===== src/hw/soqpskPkg.sv =====
// shared types for the 4-state SOQPSK detector, hard decisions only, no back-pressure on samples
package soqpskPkg;

   // ----------------------------------------
   // widths
   // ----------------------------------------
   localparam int SAMPLE_W = 8;             // signed soft sample
   localparam int BRANCH_W = SAMPLE_W + 1;  // room for -(-128)
   localparam int METRIC_W = 12;            // path metric, normalized each symbol
   localparam int NUM_STATES = 4;
   localparam int STATE_W = 2;              // bit0 written on odd, bit1 on even

   // symbols after reset before output counts as valid
   // metric settling plus the two-symbol trace-back lag
   localparam int ACQ_SYMBOLS = 8;
   localparam int ACQ_CNT_W = $clog2(ACQ_SYMBOLS);
   localparam logic [ACQ_CNT_W-1:0] ACQ_LAST = ACQ_CNT_W'(ACQ_SYMBOLS - 1);

   // ----------------------------------------
   // control
   // ----------------------------------------
   typedef enum logic [1:0] {
      IDLE,     // nothing seen since reset
      ACQUIRE,  // metrics settling
      TRACK     // decisions valid
   } ctrlState_t;

   typedef struct packed {
      logic symEn;      // one per symbol
      logic symEnEven;  // phase of the current symbol, 0 = odd
      logic track;      // acquisition done
   } symTiming_t;

   // ----------------------------------------
   // datapath bundles
   // ----------------------------------------
   typedef struct packed {
      logic [NUM_STATES-1:0][BRANCH_W-1:0] bm;  // signed, one per state
   } branchSet_t;

   typedef struct packed {
      logic [NUM_STATES-1:0] sel;  // 1 = flipped-phase predecessor won
      logic [STATE_W-1:0]    index;  // best state
   } survivor_t;

endpackage

===== src/hw/soqpskDetector.sv =====
// SOQPSK hard-decision detector top, differential bits, every sampleValid strobe must be taken
`timescale 1ns/1ps

module soqpskDetector (
   input  logic                                 clk,
   input  logic                                 reset,
   input  logic signed [soqpskPkg::SAMPLE_W-1:0] sample,
   input  logic                                 sampleValid,
   output logic                                 dataBit,
   output logic                                 bitValid
);

   // ----------------------------------------
   // internal buses
   // ----------------------------------------
   soqpskPkg::symTiming_t timing;    // strobe, phase, track
   soqpskPkg::branchSet_t branches;  // combinational, this symbol
   soqpskPkg::survivor_t  surv;      // registered, cycle after symEn
   logic                  decision;  // raw trace-back output

   // timing, acquisition, output qualify
   symbolControl i_symbolControl (
      .clk         (clk),
      .reset       (reset),
      .sampleValid (sampleValid),
      .decision    (decision),
      .timing      (timing),
      .dataBit     (dataBit),
      .bitValid    (bitValid)
   );

   // sample to per-state scores
   branchMetric i_branchMetric (
      .sample   (sample),
      .timing   (timing),
      .branches (branches)
   );

   // path metrics and survivors
   acsSoqpsk i_acsSoqpsk (
      .clk      (clk),
      .reset    (reset),
      .timing   (timing),
      .branches (branches),
      .surv     (surv)
   );

   // one step back to the decision
   traceBackSoqpsk i_traceBackSoqpsk (
      .clk      (clk),
      .reset    (reset),
      .timing   (timing),
      .surv     (surv),
      .decision (decision)
   );

endmodule


===== src/hw/traceBackSoqpsk.sv =====
// single-step trace-back, differential output (bit XOR bit two back), valid the cycle after symEn
`timescale 1ns/1ps

module traceBackSoqpsk (
   input  logic                   clk,
   input  logic                   reset,
   input  soqpskPkg::symTiming_t  timing,
   input  soqpskPkg::survivor_t   surv,
   output logic                   decision
);

   logic [soqpskPkg::NUM_STATES-1:0] selDly;     // selects of the previous symbol
   logic [soqpskPkg::STATE_W-1:0]    curState;
   logic [soqpskPkg::STATE_W-1:0]    prevState;  // one step back
   logic                             curSel;

   // ----------------------------------------
   // step back from the best state
   // ----------------------------------------
   // phase has already toggled in the decision cycle,
   // so symEnEven = 1 here means the scored symbol was odd
   always_comb begin
      curState = surv.index;
      curSel   = surv.sel[curState];
      if (!curSel) begin
         prevState = curState;                // came from itself
      end else if (timing.symEnEven) begin
         prevState = curState ^ 2'b01;        // odd symbol, bit0 flipped
      end else begin
         prevState = curState ^ 2'b10;        // even symbol, bit1 flipped
      end
   end

   // ----------------------------------------
   // select history, one generation
   // ----------------------------------------
   // captures the survivor still held from the last symbol
   always_ff @(posedge clk) begin
      if (reset) begin
         selDly <= '0;
      end else if (timing.symEn) begin
         selDly <= surv.sel;
      end
   end

   assign decision = selDly[prevState];  // 1 = bit differs from two back

endmodule


===== src/hw/acsSoqpsk.sv =====
// four-state ACS, metrics normalized to state 0 each symbol, ties keep the unflipped predecessor
`timescale 1ns/1ps

module acsSoqpsk (
   input  logic                   clk,
   input  logic                   reset,
   input  soqpskPkg::symTiming_t  timing,
   input  soqpskPkg::branchSet_t  branches,
   output soqpskPkg::survivor_t   surv
);

   logic signed [soqpskPkg::METRIC_W-1:0] pathMetric [soqpskPkg::NUM_STATES];
   logic signed [soqpskPkg::METRIC_W-1:0] newMetric  [soqpskPkg::NUM_STATES];
   logic signed [soqpskPkg::METRIC_W-1:0] normMetric [soqpskPkg::NUM_STATES];
   logic signed [soqpskPkg::METRIC_W-1:0] keepMetric;  // predecessor only, no self
   logic signed [soqpskPkg::METRIC_W-1:0] flipMetric;
   logic [soqpskPkg::NUM_STATES-1:0]      selNext;
   logic [soqpskPkg::STATE_W-1:0]         flipMask;
   logic                                  best01;      // winner of states 0/1
   logic                                  best23;      // winner of states 2/3, offset 2
   logic [soqpskPkg::STATE_W-1:0]         bestIndex;

   // ----------------------------------------
   // add-compare-select
   // ----------------------------------------
   // the bit being overwritten is the one that differs between predecessors
   assign flipMask = timing.symEnEven ? 2'b10 : 2'b01;

   always_comb begin
      keepMetric = '0;
      flipMetric = '0;
      for (int s = 0; s < soqpskPkg::NUM_STATES; s++) begin
         keepMetric = pathMetric[s];
         flipMetric = pathMetric[2'(s) ^ flipMask];
         selNext[s] = (flipMetric > keepMetric);  // strict, ties unflipped
         if (selNext[s]) begin
            newMetric[s] = flipMetric + $signed(branches.bm[s]);
         end else begin
            newMetric[s] = keepMetric + $signed(branches.bm[s]);
         end
      end
   end

   // ----------------------------------------
   // best state, two-level compare tree
   // ----------------------------------------
   always_comb begin
      best01 = (newMetric[1] > newMetric[0]);
      best23 = (newMetric[3] > newMetric[2]);
      // pair winners against each other, ties to the lower pair
      if (newMetric[{1'b1, best23}] > newMetric[{1'b0, best01}]) begin
         bestIndex = {1'b1, best23};
      end else begin
         bestIndex = {1'b0, best01};
      end
   end

   // ----------------------------------------
   // normalization
   // ----------------------------------------
   // spread stays within a few branch metrics, so 12 bits hold it
   always_comb begin
      for (int s = 0; s < soqpskPkg::NUM_STATES; s++) begin
         normMetric[s] = newMetric[s] - newMetric[0];
      end
   end

   // ----------------------------------------
   // registers, update on symbol strobe
   // ----------------------------------------
   always_ff @(posedge clk) begin
      if (reset) begin
         for (int s = 0; s < soqpskPkg::NUM_STATES; s++) begin
            pathMetric[s] <= '0;
         end
         surv <= '0;
      end else if (timing.symEn) begin
         for (int s = 0; s < soqpskPkg::NUM_STATES; s++) begin
            pathMetric[s] <= normMetric[s];
         end
         surv.sel   <= selNext;
         surv.index <= bestIndex;  // argmax of pre-normalized metrics
      end
   end

endmodule


===== src/hw/branchMetric.sv =====
// combinational branch metrics, hard +/- correlation of the sample, no channel scaling
`timescale 1ns/1ps

module branchMetric (
   input  logic signed [soqpskPkg::SAMPLE_W-1:0] sample,
   input  soqpskPkg::symTiming_t                 timing,
   output soqpskPkg::branchSet_t                 branches
);

   // ----------------------------------------
   // widened sample and its negation
   // ----------------------------------------
   logic signed [soqpskPkg::BRANCH_W-1:0] extSample;
   logic signed [soqpskPkg::BRANCH_W-1:0] negSample;
   logic [soqpskPkg::NUM_STATES-1:0]      newBit;  // bit written this phase, per state

   assign extSample = {sample[soqpskPkg::SAMPLE_W-1], sample};  // sign extend
   assign negSample = -extSample;  // -(-128) = +128 fits in 9 bits

   // ----------------------------------------
   // per-state bit select
   // ----------------------------------------
   // odd symbol writes bit0, even writes bit1
   always_comb begin
      for (int s = 0; s < soqpskPkg::NUM_STATES; s++) begin
         newBit[s] = timing.symEnEven ? s[1] : s[0];
      end
   end

   // ----------------------------------------
   // metric per state
   // ----------------------------------------
   always_comb begin
      for (int s = 0; s < soqpskPkg::NUM_STATES; s++) begin
         if (newBit[s]) begin
            branches.bm[s] = extSample;   // hypothesis 1, reward positive
         end else begin
            branches.bm[s] = negSample;   // hypothesis 0, reward negative
         end
      end
   end

endmodule


===== src/hw/symbolControl.sv =====
// symbol timing and output qualify; assumes at most one sampleValid per cycle, bit held between strobes
`timescale 1ns/1ps

module symbolControl (
   input  logic                   clk,
   input  logic                   reset,
   input  logic                   sampleValid,
   input  logic                   decision,   // from trace-back, valid cycle after strobe
   output soqpskPkg::symTiming_t  timing,
   output logic                   dataBit,
   output logic                   bitValid
);

   soqpskPkg::ctrlState_t               state;
   logic [soqpskPkg::ACQ_CNT_W-1:0]     symCount;   // strobes seen while acquiring
   logic                                symEnEven;
   logic                                lastAcq;    // strobe that completes acquisition
   logic                                lastBit;    // held decision

   // ----------------------------------------
   // timing out to the datapath
   // ----------------------------------------
   always_comb begin
      timing.symEn     = sampleValid;
      timing.symEnEven = symEnEven;
      timing.track     = (state == soqpskPkg::TRACK);
   end

   // 8th strobe already qualifies, its output lands as TRACK begins
   always_comb begin
      lastAcq = sampleValid && (state == soqpskPkg::ACQUIRE) &&
                (symCount == soqpskPkg::ACQ_LAST);
   end

   // ----------------------------------------
   // FSM, phase, output strobe
   // ----------------------------------------
   always_ff @(posedge clk) begin
      if (reset) begin
         state     <= soqpskPkg::IDLE;
         symCount  <= '0;
         symEnEven <= 1'b0;  // first symbol is odd
         bitValid  <= 1'b0;
         lastBit   <= 1'b0;
      end else begin
         bitValid <= sampleValid && ((state == soqpskPkg::TRACK) || lastAcq);
         if (sampleValid) symEnEven <= ~symEnEven;  // toggle per symbol
         if (bitValid) lastBit <= decision;         // keep for idle cycles
         case (state)
            soqpskPkg::IDLE: begin
               if (sampleValid) begin
                  symCount <= symCount + 1'b1;      // first strobe counts
                  state    <= soqpskPkg::ACQUIRE;
               end
            end
            soqpskPkg::ACQUIRE: begin
               if (lastAcq) begin
                  symCount <= '0;
                  state    <= soqpskPkg::TRACK;
               end else if (sampleValid) begin
                  symCount <= symCount + 1'b1;
               end
            end
            soqpskPkg::TRACK: state <= soqpskPkg::TRACK;  // until reset
            default: state <= soqpskPkg::IDLE;
         endcase
      end
   end

   // live decision on the strobe cycle, last one otherwise
   assign dataBit = bitValid ? decision : lastBit;

endmodule


===== config.mk =====
export PLATFORM = sky130hd
export DESIGN_NAME = soqpskDetector
export DESIGN_NICKNAME = d
export VERILOG_FILES = /design/src/hw/soqpskPkg.sv /design/src/hw/soqpskDetector.sv /design/src/hw/traceBackSoqpsk.sv /design/src/hw/acsSoqpsk.sv /design/src/hw/branchMetric.sv /design/src/hw/symbolControl.sv
export SDC_FILE = /design/constraint.sdc
export NUM_CORES = 1
export LEC_CHECK = 0
export ABC_AREA = 0
export BUFFER_PORTS_ARGS = -buffer_cell sky130_fd_sc_hd__buf_2
export CORE_AREA = 3 3 149 151
export DETAILED_ROUTE_END_ITERATION = 8
export DIE_AREA = 0 0 152 154
export GPL_TIMING_DRIVEN = 1
export SYNTH_ARGS = -nofsm -noshare
export SYNTH_HDL_FRONTEND = slang
export SYNTH_SLANG_ARGS = --single-unit

===== constraint.sdc =====
create_clock -name clk -period 8.1 [get_ports clk]
set_clock_uncertainty 0.05 [all_clocks]
set_input_delay 1.215 -clock clk [delete_from_list [all_inputs] [get_ports clk]]
set_output_delay 1.215 -clock clk [all_outputs]
set_load 0.05 [all_outputs]

---- After elaboration in Yosys (flattened, before gate mapping) ----
Memory sizes are Yosys's and may differ from the RTL's.
Index checks and enable logic that the tools add are counted.
operators by class
  equality and inequality tests ........... 5
  order comparisons ....................... 11
  shift operators ......................... 0
  bitwise operators ....................... 12
  multiplexer cells ....................... 37
  div/mod/pow operators ................... 0
  reductions and logical operators ........ 7
  $add $sub $neg .......................... 14
  multipliers ............................. 0
operators by type and width
  cell                                                        number
  two-way mux 12 bit                                          12
  > comparator 12 bit                                         7
  adder 12 x 9 -> 12 bit                                      6
  binary-select mux 12 bit (select 2 bit)                     2
  subtractor 12 bit                                           4
  adder 12 x 8 -> 12 bit                                      2
  two-way mux 9 bit                                           2
  two-way mux 2 bit                                           6
  two-way mux 1 bit                                           9
  negation 8 -> 9 bit                                         1
  greater-or-equal comparator 3 bit, second input constant    2
  less-than comparator 2 x 3 -> 1 bit, second input constant  2
  two-way mux 3 bit                                           2
  one-hot mux 2 bit (3 select lines)                          1
  one-hot mux 3 bit (2 select lines)                          1
  NOT 1 bit                                                   5
  binary-select mux 1 bit (select 2 bit)                      2
  OR 1 bit                                                    4
  adder 3 x 1 -> 3 bit, second input constant                 1
  == test 3 bit, second input constant                        1
  logical AND 1 bit                                           3
  NOT 1 -> 3 bit                                              1
  NOT 2 -> 3 bit                                              1
  == test 2 x 1 -> 1 bit, second input constant               1
  8 further kinds                                             8
storage, ports and cells
  bits in latches ......................... 0
  memories ................................ 1
  register bits after elaboration ......... 18
  output and inout port bits .............. 2
  logic and storage cells ................. 95
  RAM bits ................................ 48
  bits of input ports ..................... 11
  bits in read-only memories .............. 0
memories
  name                    words  bits a word  read ports  clocked after memory_dff  wr ports  line             RTL
  i_acsSoqpsk.pathMetric  4      12           8           0                         4         acsSoqpsk.sv:12  logic signed [soqpskPkg::METRIC_W-1:0] pathMetric [soqpskPkg::NUM_STATES];

---- Longest topological paths before layout ----
Gate-level depths: netlist of run 1.
An unclocked memory read counts as a cell.
  depth in word-level cells ............... 12
  gate-level depth with buffers ........... 42
  gate-level depth less buffers ........... 38

---- Modules after synthesis ----
Synthesis of run 1 repeated with hierarchy kept, for this count alone.
second synthesis, totals
  cell total of the unflattened synthesis .. 1060
  area, all modules ....................... 8679.6 um^2
modules (own cells, without submodules)
  module           area an instance (um^2)  instances  cells an instance  seq. area each (um^2)
  acsSoqpsk        7500.9                   1          923                1201.2
  branchMetric     499.2                    1          68                 0.0
  symbolControl    412.9                    1          40                 160.2
  traceBackSoqpsk  266.5                    1          29                 80.1

---- Worst setup path before layout of run 1 ----
Ideal clock, no wire load.
  kind .................................... flip-flop to flip-flop
  from .................................... register i_symbolControl.symEnEven
  to ...................................... register, netlist name i_acsSoqpsk.surv[0]
  clock period less this slack ............ 8.119 ns
  stages on the path, launching flop included .. 40
  buffers on the path ..................... 5
  setup slack ............................. -0.019 ns
  library setup time ...................... 0.134 ns
  arrival time ............................ 7.935 ns
  cells stage by stage .................... dfxtp_1 clkbuf_1 clkbuf_1 clkbuf_1 nand2_1 o21ai_0 ha_1 a21oi_1 o21ai_0 nor2b_1 o311ai_0 nand2_1 buf_1 mux2_2 ha_1 a21oi_1 o311ai_0 a31o_2 (+4 left out) nand2_1 a211oi_1 nor3_1 maj3_2 a21oi_2 o211ai_2 buf_6 mux2_4 ha_1 a21oi_1 nor2b_1 o21ai_0 nand2b_1 a2111oi_0 o22ai_1 and3_1 o211ai_1 o211ai_1
on the way
  word-level cells in the longest chain between the ends .. 12
  elaborated cells on any way between the ends .. 34
  classes of those cells .................. 6 x add/sub; 7 x order compare; 15 x mux; 5 x bitwise; 1 x memory
RTL lines
  element                                                                        line                              RTL
  from (decl)                                                                    symbolControl.sv:16               logic symEnEven;
  from (signal assigned)                                                         symbolControl.sv:47               if (sampleValid) symEnEven <= ~symEnEven;
  two-way mux 2 bit                                                              acsSoqpsk.sv:27                   assign flipMask = timing.symEnEven ? 2'b10 : 2'b01;
  NOT 2 bit (no line) / NOT 1 bit (equally long branches)                        -
  memory (4 x 12 bit)                                                            -
  adder 12 x 8 -> 12 bit, or another cell as far along                           acsSoqpsk.sv:37                   newMetric[s] = flipMetric + $signed(branches.bm[s]);
  two-way mux 12 bit                                                             acsSoqpsk.sv:36                   if (selNext[s]) begin
  > comparator 12 bit (on tied branches)                                         acsSoqpsk.sv:49, acsSoqpsk.sv:48
  NOT 2 -> 3 bit (not written as such) / NOT 1 -> 3 bit (equally long branches)  acsSoqpsk.sv:51                   if (newMetric[{1'b1, best23}] > newMetric[{1'b0, best01}]) begin
  binary-select mux 12 bit (select 2 bit)                                        acsSoqpsk.sv:51
  two-way mux 12 bit (not written as such) (2 in series)                         acsSoqpsk.sv:51
  > comparator 12 bit                                                            acsSoqpsk.sv:51
  two-way mux 2 bit (*)                                                          acsSoqpsk.sv:51
Mark *: on every way between the ends. The rest lies on a longest branch, timed or not. The select of a mux whose other input is x is not followed.
A chain may end at the register's enable or synchronous reset.

---- Worst setup path in the final report of run 1 ----
  from .................................... register i_symbolControl.symEnEven
  to ...................................... register, netlist name i_acsSoqpsk.surv[0]
on the way
  word-level cells in the longest chain between the ends .. 12
  elaborated cells on any way between the ends .. 34
  classes of those cells .................. 6 x add/sub; 7 x order compare; 15 x mux; 5 x bitwise; 1 x memory
RTL lines
  element                                                                        line
  two-way mux 2 bit                                                              acsSoqpsk.sv:27
  NOT 2 bit (no line) / NOT 1 bit (equally long branches)                        -
  memory (4 x 12 bit)                                                            -
  adder 12 x 8 -> 12 bit, or another cell as far along                           acsSoqpsk.sv:37
  two-way mux 12 bit                                                             acsSoqpsk.sv:36
  > comparator 12 bit (on tied branches)                                         acsSoqpsk.sv:49, acsSoqpsk.sv:48
  NOT 2 -> 3 bit (not written as such) / NOT 1 -> 3 bit (equally long branches)  acsSoqpsk.sv:51
  binary-select mux 12 bit (select 2 bit)                                        acsSoqpsk.sv:51
  two-way mux 12 bit (not written as such) (2 in series)                         acsSoqpsk.sv:51
  > comparator 12 bit                                                            acsSoqpsk.sv:51
  two-way mux 2 bit (*)                                                          acsSoqpsk.sv:51
Marks and branches as above.

==> reports/metrics.cfg, run 1 <==
[timing]
slew_viol_final=0
setup_violations=0
period_share_pct=95.2
fmaxAchievable_ghz=0.130
tightest_slew_ps=634
tns_ps=0
slew-limit-headroom_pct=57.0
post-route-min-period_ps=7710
finalHoldViolCount=0

[synthesis]
netlist_area_sq_mm=0.00838
synth-edff-count=36
synth.area.top_cells=ha_1, edfxtp_1, xnor2_1, nor2_1, mux2i_1
yosysTopAreaCell=ha_1
synth_top_area_share_pct=21.1
ys_ff_latch=54
syn_nets=1179
synthCells=1020
avgSynthCellArea_sq_um=8.21
synthDistinctLibCells=72
ys.warnings.count=0
synth-main-ff-cell=edfxtp_1
ys_seq_area_share_pct=17.2
ys_async_sr_fraction_pct=0

[drt]
wl_per_cell_microns=18.9
first_pass_iters=5
drt_wl_total_microns=25900
final_antenna_net_count=0
viasPerCell=5.52
drc=0
drt_iter0_drc=559
via_count=7583

[global_routing]
grt_usage_pct=21.0
overflow=0
grt_pass1_wl_microns=39300
grt_max_degree=39
grt_pass1_vias=7283
antenna_found_initial=0

[clock_network]
clk_latency_ps=310
cts_sinks=54
clk_pin_slew_worst_paths_ps=90
clockRootBuffer=clkbuf_16
tritoncts=yes
clk_path_buf_depth=2
htreeDepth=2
numCtsBuffers=5

[floorplanning]
num_rows=53
die-width_microns=152
die_h_microns=154
io_pins=13
coreArea_sq_mm=0.0210
dieArea_sq_mm=0.0234
floorplan.initialDensity_pct=40.0

[worst_setup_path]
worst-path-buf-inv=4
cp_data_arrival_time_ps=7850
crit_path_max_incr_delay_ps=460
criticalPathCategory=reg -> reg
slowest_stage=or4_4
cp.required_ps=8240
critical_path_peak_fanout=10
start_kind=flip-flop
cp-startpoint=i_symbolControl.symEnEven$_SDFFE_PP0P_
path_common_cell=ha_1
r2r_start=i_symbolControl.symEnEven$_SDFFE_PP0P_
end_kind=flip-flop
critPathTopFamily=compound AO/OA/AOI/OAI gates

[finish]
finalNetCount=1257
syn_to_final_growth_pct=15.8
drive_gt1_share_pct=17.0
n_antenna_cell=0

[worst_hold_path]
hold_class=reg -> reg
hold_start=i_traceBackSoqpsk.selDly[2]$_SDFFE_PP0P_

[placed_design]
hpwl_microns=21200
gp_congestion=0.932
place.port_buffers=12

[run_status]
outcome=finished clean

[job]
drv_cap=0

## cells by family (layout without fill, tap and decap cells)
kind of cell               after synthesis  in the layout  share of synthesized area, %
adders and majority gates              152            152                          23.2
xor gates and xnor gates                81             81                          8.81
buffers and inverters                  116            194                          5.32
muxes                                   74             74                          9.63
and+or+nand+nor                        325            325                          18.6
AOI/OAI and AO/OA                      218            219                          17.2
DFF                                     54             54                          17.2
## placed cells by master, fill, tap and decap left out, types with 4 or more instances in the layout
cell type,instances
dfxtp_1,17
nand2b_1,17
o21ai_0,52
nand3_1,17
nor2_1,110
o21bai_1,5
nand4_1,14
o31a_1,4
ha_1,139
o21a_1,13
xor2_1,28
a21o_1,15
fa_1,7
xnor2_1,47
edfxtp_1,36
o2111ai_1,7
clkbuf_16,6
buf_4,80
o21ai_1,8
a21oi_1,50
mux2_2,29
buf_2,12
nor3_1,26
nor2b_1,24
and2_1,13
mux2_4,6
a211oi_1,5
and3_1,5
or3_1,8
inv_1,90
a21oi_2,5
nand2_1,68
o211ai_1,6
nor4_1,5
mux2i_1,38
## worst min-delay path, stage by stage, from the launching register on
cell and delay [ps]:
dfxtp_1 340, mux2i_1 70, nor2_1 70
## flip-flops by register name (all words and copies together), names as in the netlist
name                       flops
i_symbolControl.lastBit        1
i_traceBackSoqpsk.selDly       4
i_symbolControl.bitValid       1
i_symbolControl.symEnEven      1
i_acsSoqpsk.surv               6
i_symbolControl.symCount       3
i_symbolControl.state          2
i_acsSoqpsk.pathMetric        36
## final cells by class
type	count	area, sq um
well taps	275	344
flip-flops and latches	54	1450
multi-input cells	851	6680
clock inverters	3	28.8
fillers	2082	11300
inverters	90	338
clock buffers	5	125
repair buffers	96	741
## cells in the mapped netlist (all sizes together), types with 15 or more instances
master	number
ha	141
nor2	111
inv	90
nand2	69
o21ai	60
a21oi	56
xnor2	50
mux2i	39
edfxtp	36
mux2	35
xor2	29
nor3	27
nor2b	25
clkbuf	19
dfxtp	18
nand2b	18
nand3	17
a21o	15
## through the flow
step | setup slack [ps] | util (%) | area, sq um | hold WS (ps) | std cells
after CTS | 18.5 | 45.0 | 9430 | 463 | 1365
after global placement | -41.1 | 44.2 | 9260 | 422 | 1355
after detailed placement | -134 | 44.2 | 9260 | 443 | 1355
final | 389 | 46.3 | 9700 | 459 | 1374
after floorplan | 7.16 | - | 8380 | 404 | 1020
after global routing | -38.2 | 46.3 | 9700 | 488 | 1374
## path summary, 6_finish.rpt
path	end	slack [ps]	cells past startpoint
min	i_traceBackSoqpsk.selDly[2]$_SDFFE_PP0P_	460	2
max reg2reg	i_acsSoqpsk.surv[0]$_SDFFE_PP0P_	390	33
max	i_acsSoqpsk.surv[0]$_SDFFE_PP0P_	390	33
min reg2reg	i_traceBackSoqpsk.selDly[2]$_SDFFE_PP0P_	460	2
## repair_timing
action                                  in CTS  in global routing
pin swaps                                    2                 13
endpoints found under the setup margin       2                  2
gates cloned                                 0                  2
hold buffers                                 0                  0
gates resized for setup                      3                 48
buffers inserted                             2                  7
## routing by layer
layer,vias up,track usage (%),share of wire [%]
met4,0,4.67,2.3
li1,3798,-,-
met1,3561,30.7,48
met2,190,34.3,45
met5,-,0,0
met3,34,1.32,5.2
Power of run 1 is not shown: default switching activity piles up to over one toggle a cycle in this logic, so the estimate is an artifact.
==> run 2: changes to the inputs <==
--- a/config.mk
+++ b/config.mk
@@ -7,10 +7,11 @@
 export LEC_CHECK = 0
 export ABC_AREA = 0
 export BUFFER_PORTS_ARGS = -buffer_cell sky130_fd_sc_hd__buf_2
-export CORE_AREA = 3 3 149 151
+export CORE_AREA = 3 3 123 125
 export DETAILED_ROUTE_END_ITERATION = 8
-export DIE_AREA = 0 0 152 154
+export DIE_AREA = 0 0 126 128
 export GPL_TIMING_DRIVEN = 1
+export PLACE_DENSITY = 0.78
 export SYNTH_ARGS = -nofsm -noshare
 export SYNTH_HDL_FRONTEND = slang
 export SYNTH_SLANG_ARGS = --single-unit
==> reports/metrics.cfg, run 2 (same netlist as run 1, synthesis figures left out) <==
[run_status]
outcome=finished clean

[finish]
largest_reg_flops=36
reg_top3=i_acsSoqpsk.pathMetric (36), i_acsSoqpsk.surv (6), i_traceBackSoqpsk.selDly (4)
syn_to_final_growth_pct=11.5
finalNetCount=1218
final_common_cell=ha_1
mostFrequentLayoutCells=ha_1, nor2_1, inv_1
fillers=1109
largest-register=i_acsSoqpsk.pathMetric
drive_gt1_share_pct=14.4
stdcell_count=1240
n_antenna_cell=0
final_util_pct=66.8

[global_routing]
overflow=0
grt_pass1_vias=7404
antenna_found_initial=1
grt_max_degree=36
grt_pass1_wl_microns=37900
grt_usage_pct=29.3

[floorplanning]
die_h_microns=128
coreArea_sq_mm=0.0140
dieArea_sq_mm=0.0161
num_rows=43
die-width_microns=126
io_pins=13
floorplan.initialDensity_pct=59.9

[clock_network]
clockRootBuffer=clkbuf_16
tritoncts=yes
clk_latency_ps=300
numCtsBuffers=5
clk_pin_slew_worst_paths_ps=80
htreeDepth=2
clk_path_buf_depth=2
cts_sinks=54

[timing]
finalHoldViolCount=0
post-route-min-period_ps=7820
fmaxAchievable_ghz=0.128
tns_ps=0
slew-limit-headroom_pct=48.7
setup_violations=0
period_share_pct=96.5
tightest_slew_ps=757
slew_viol_final=0
setup_slack_ps=284

[placed_design]
hpwl_microns=19500
place.port_buffers=12
gp_congestion=0.973
dp_cells=1223
pre_cts_ws_ps=-252

[worst_setup_path]
slowest_stage=or4_4
crit_path_max_incr_delay_ps=480
critPathTopFamily=compound AO/OA/AOI/OAI gates
cp_data_arrival_time_ps=7950
cp.required_ps=8230
critical_path_peak_fanout=17
criticalPathCategory=reg -> reg
start_kind=flip-flop
end_kind=flip-flop
path_common_cell=ha_1
worst-path-buf-inv=2

[drt]
m1WireLength_microns=11000
first_pass_iters=5
top_layer=met5
viasPerCell=6.28
drt_iter0_drc=972
met2RoutedLength_microns=11000
drc=0
wl_met3_microns=1860
drt_wl_total_microns=24600
via_count=7784
wl_per_cell_microns=19.9
final_antenna_net_count=0

[worst_hold_path]
hold_class=reg -> reg

[job]
drv_cap=0

[run 2: worst min-delay path, cell delays in order (launching register included)]
cell and delay, ps:
dfxtp_1 340, mux2i_1 70, nor2_1 70
[run 2: final timing paths]
path                                              endpoint                                      from  slack [ps]  cells after the start
setup reg to reg          i_acsSoqpsk.surv[0]$_SDFFE_PP0P_    i_symbolControl.symEnEven$_SDFFE_PP0P_         280                     33
hold / removal    i_traceBackSoqpsk.selDly[2]$_SDFFE_PP0P_  i_traceBackSoqpsk.selDly[2]$_SDFFE_PP0P_         450                      2
setup / recovery          i_acsSoqpsk.surv[0]$_SDFFE_PP0P_    i_symbolControl.symEnEven$_SDFFE_PP0P_         280                     33
hold reg to reg   i_traceBackSoqpsk.selDly[2]$_SDFFE_PP0P_  i_traceBackSoqpsk.selDly[2]$_SDFFE_PP0P_         450                      2
[run 2: repair_timing]
| action | 4_1_cts | 5_1_grt |
|---|---|---|
| cloned | 0 | 2 |
| setup endpoints to repair | 2 | 2 |
| pin swaps | 1 | 17 |
| gates resized for setup | 5 | 50 |
| buffers inserted | 1 | 6 |
| hold buffers | 0 | 0 |
[run 2: area by class of cell]
type / instances / area [sq um] / area share, %
clock inverters: 3 / 22.5 / 0.241
well taps: 180 / 225 / 2.41
flip-flops and latches: 54 / 1450 / 15.5
inverters: 90 / 338 / 3.62
repair buffers: 57 / 469 / 5.02
clock buffers: 5 / 125 / 1.34
multi-input cells: 851 / 6710 / 71.9
[run 2: metrics by stage]
step / hold WS, ps / instance area, sq um
detailed placement: 439 / 8860
CTS: 458 / 9030
global route: 497 / 9340
global placement: 421 / 8860
finish: 452 / 9340
floorplan: 404 / 8380
[run 2: per-layer routing]
layer  GRT usage, %  up-vias
met5              0        -
met4           8.83        2
met3           2.79       58
met2           47.0      304
met1           41.8     3680
li1               -     3740
Power of run 2 is left out for the same reason.
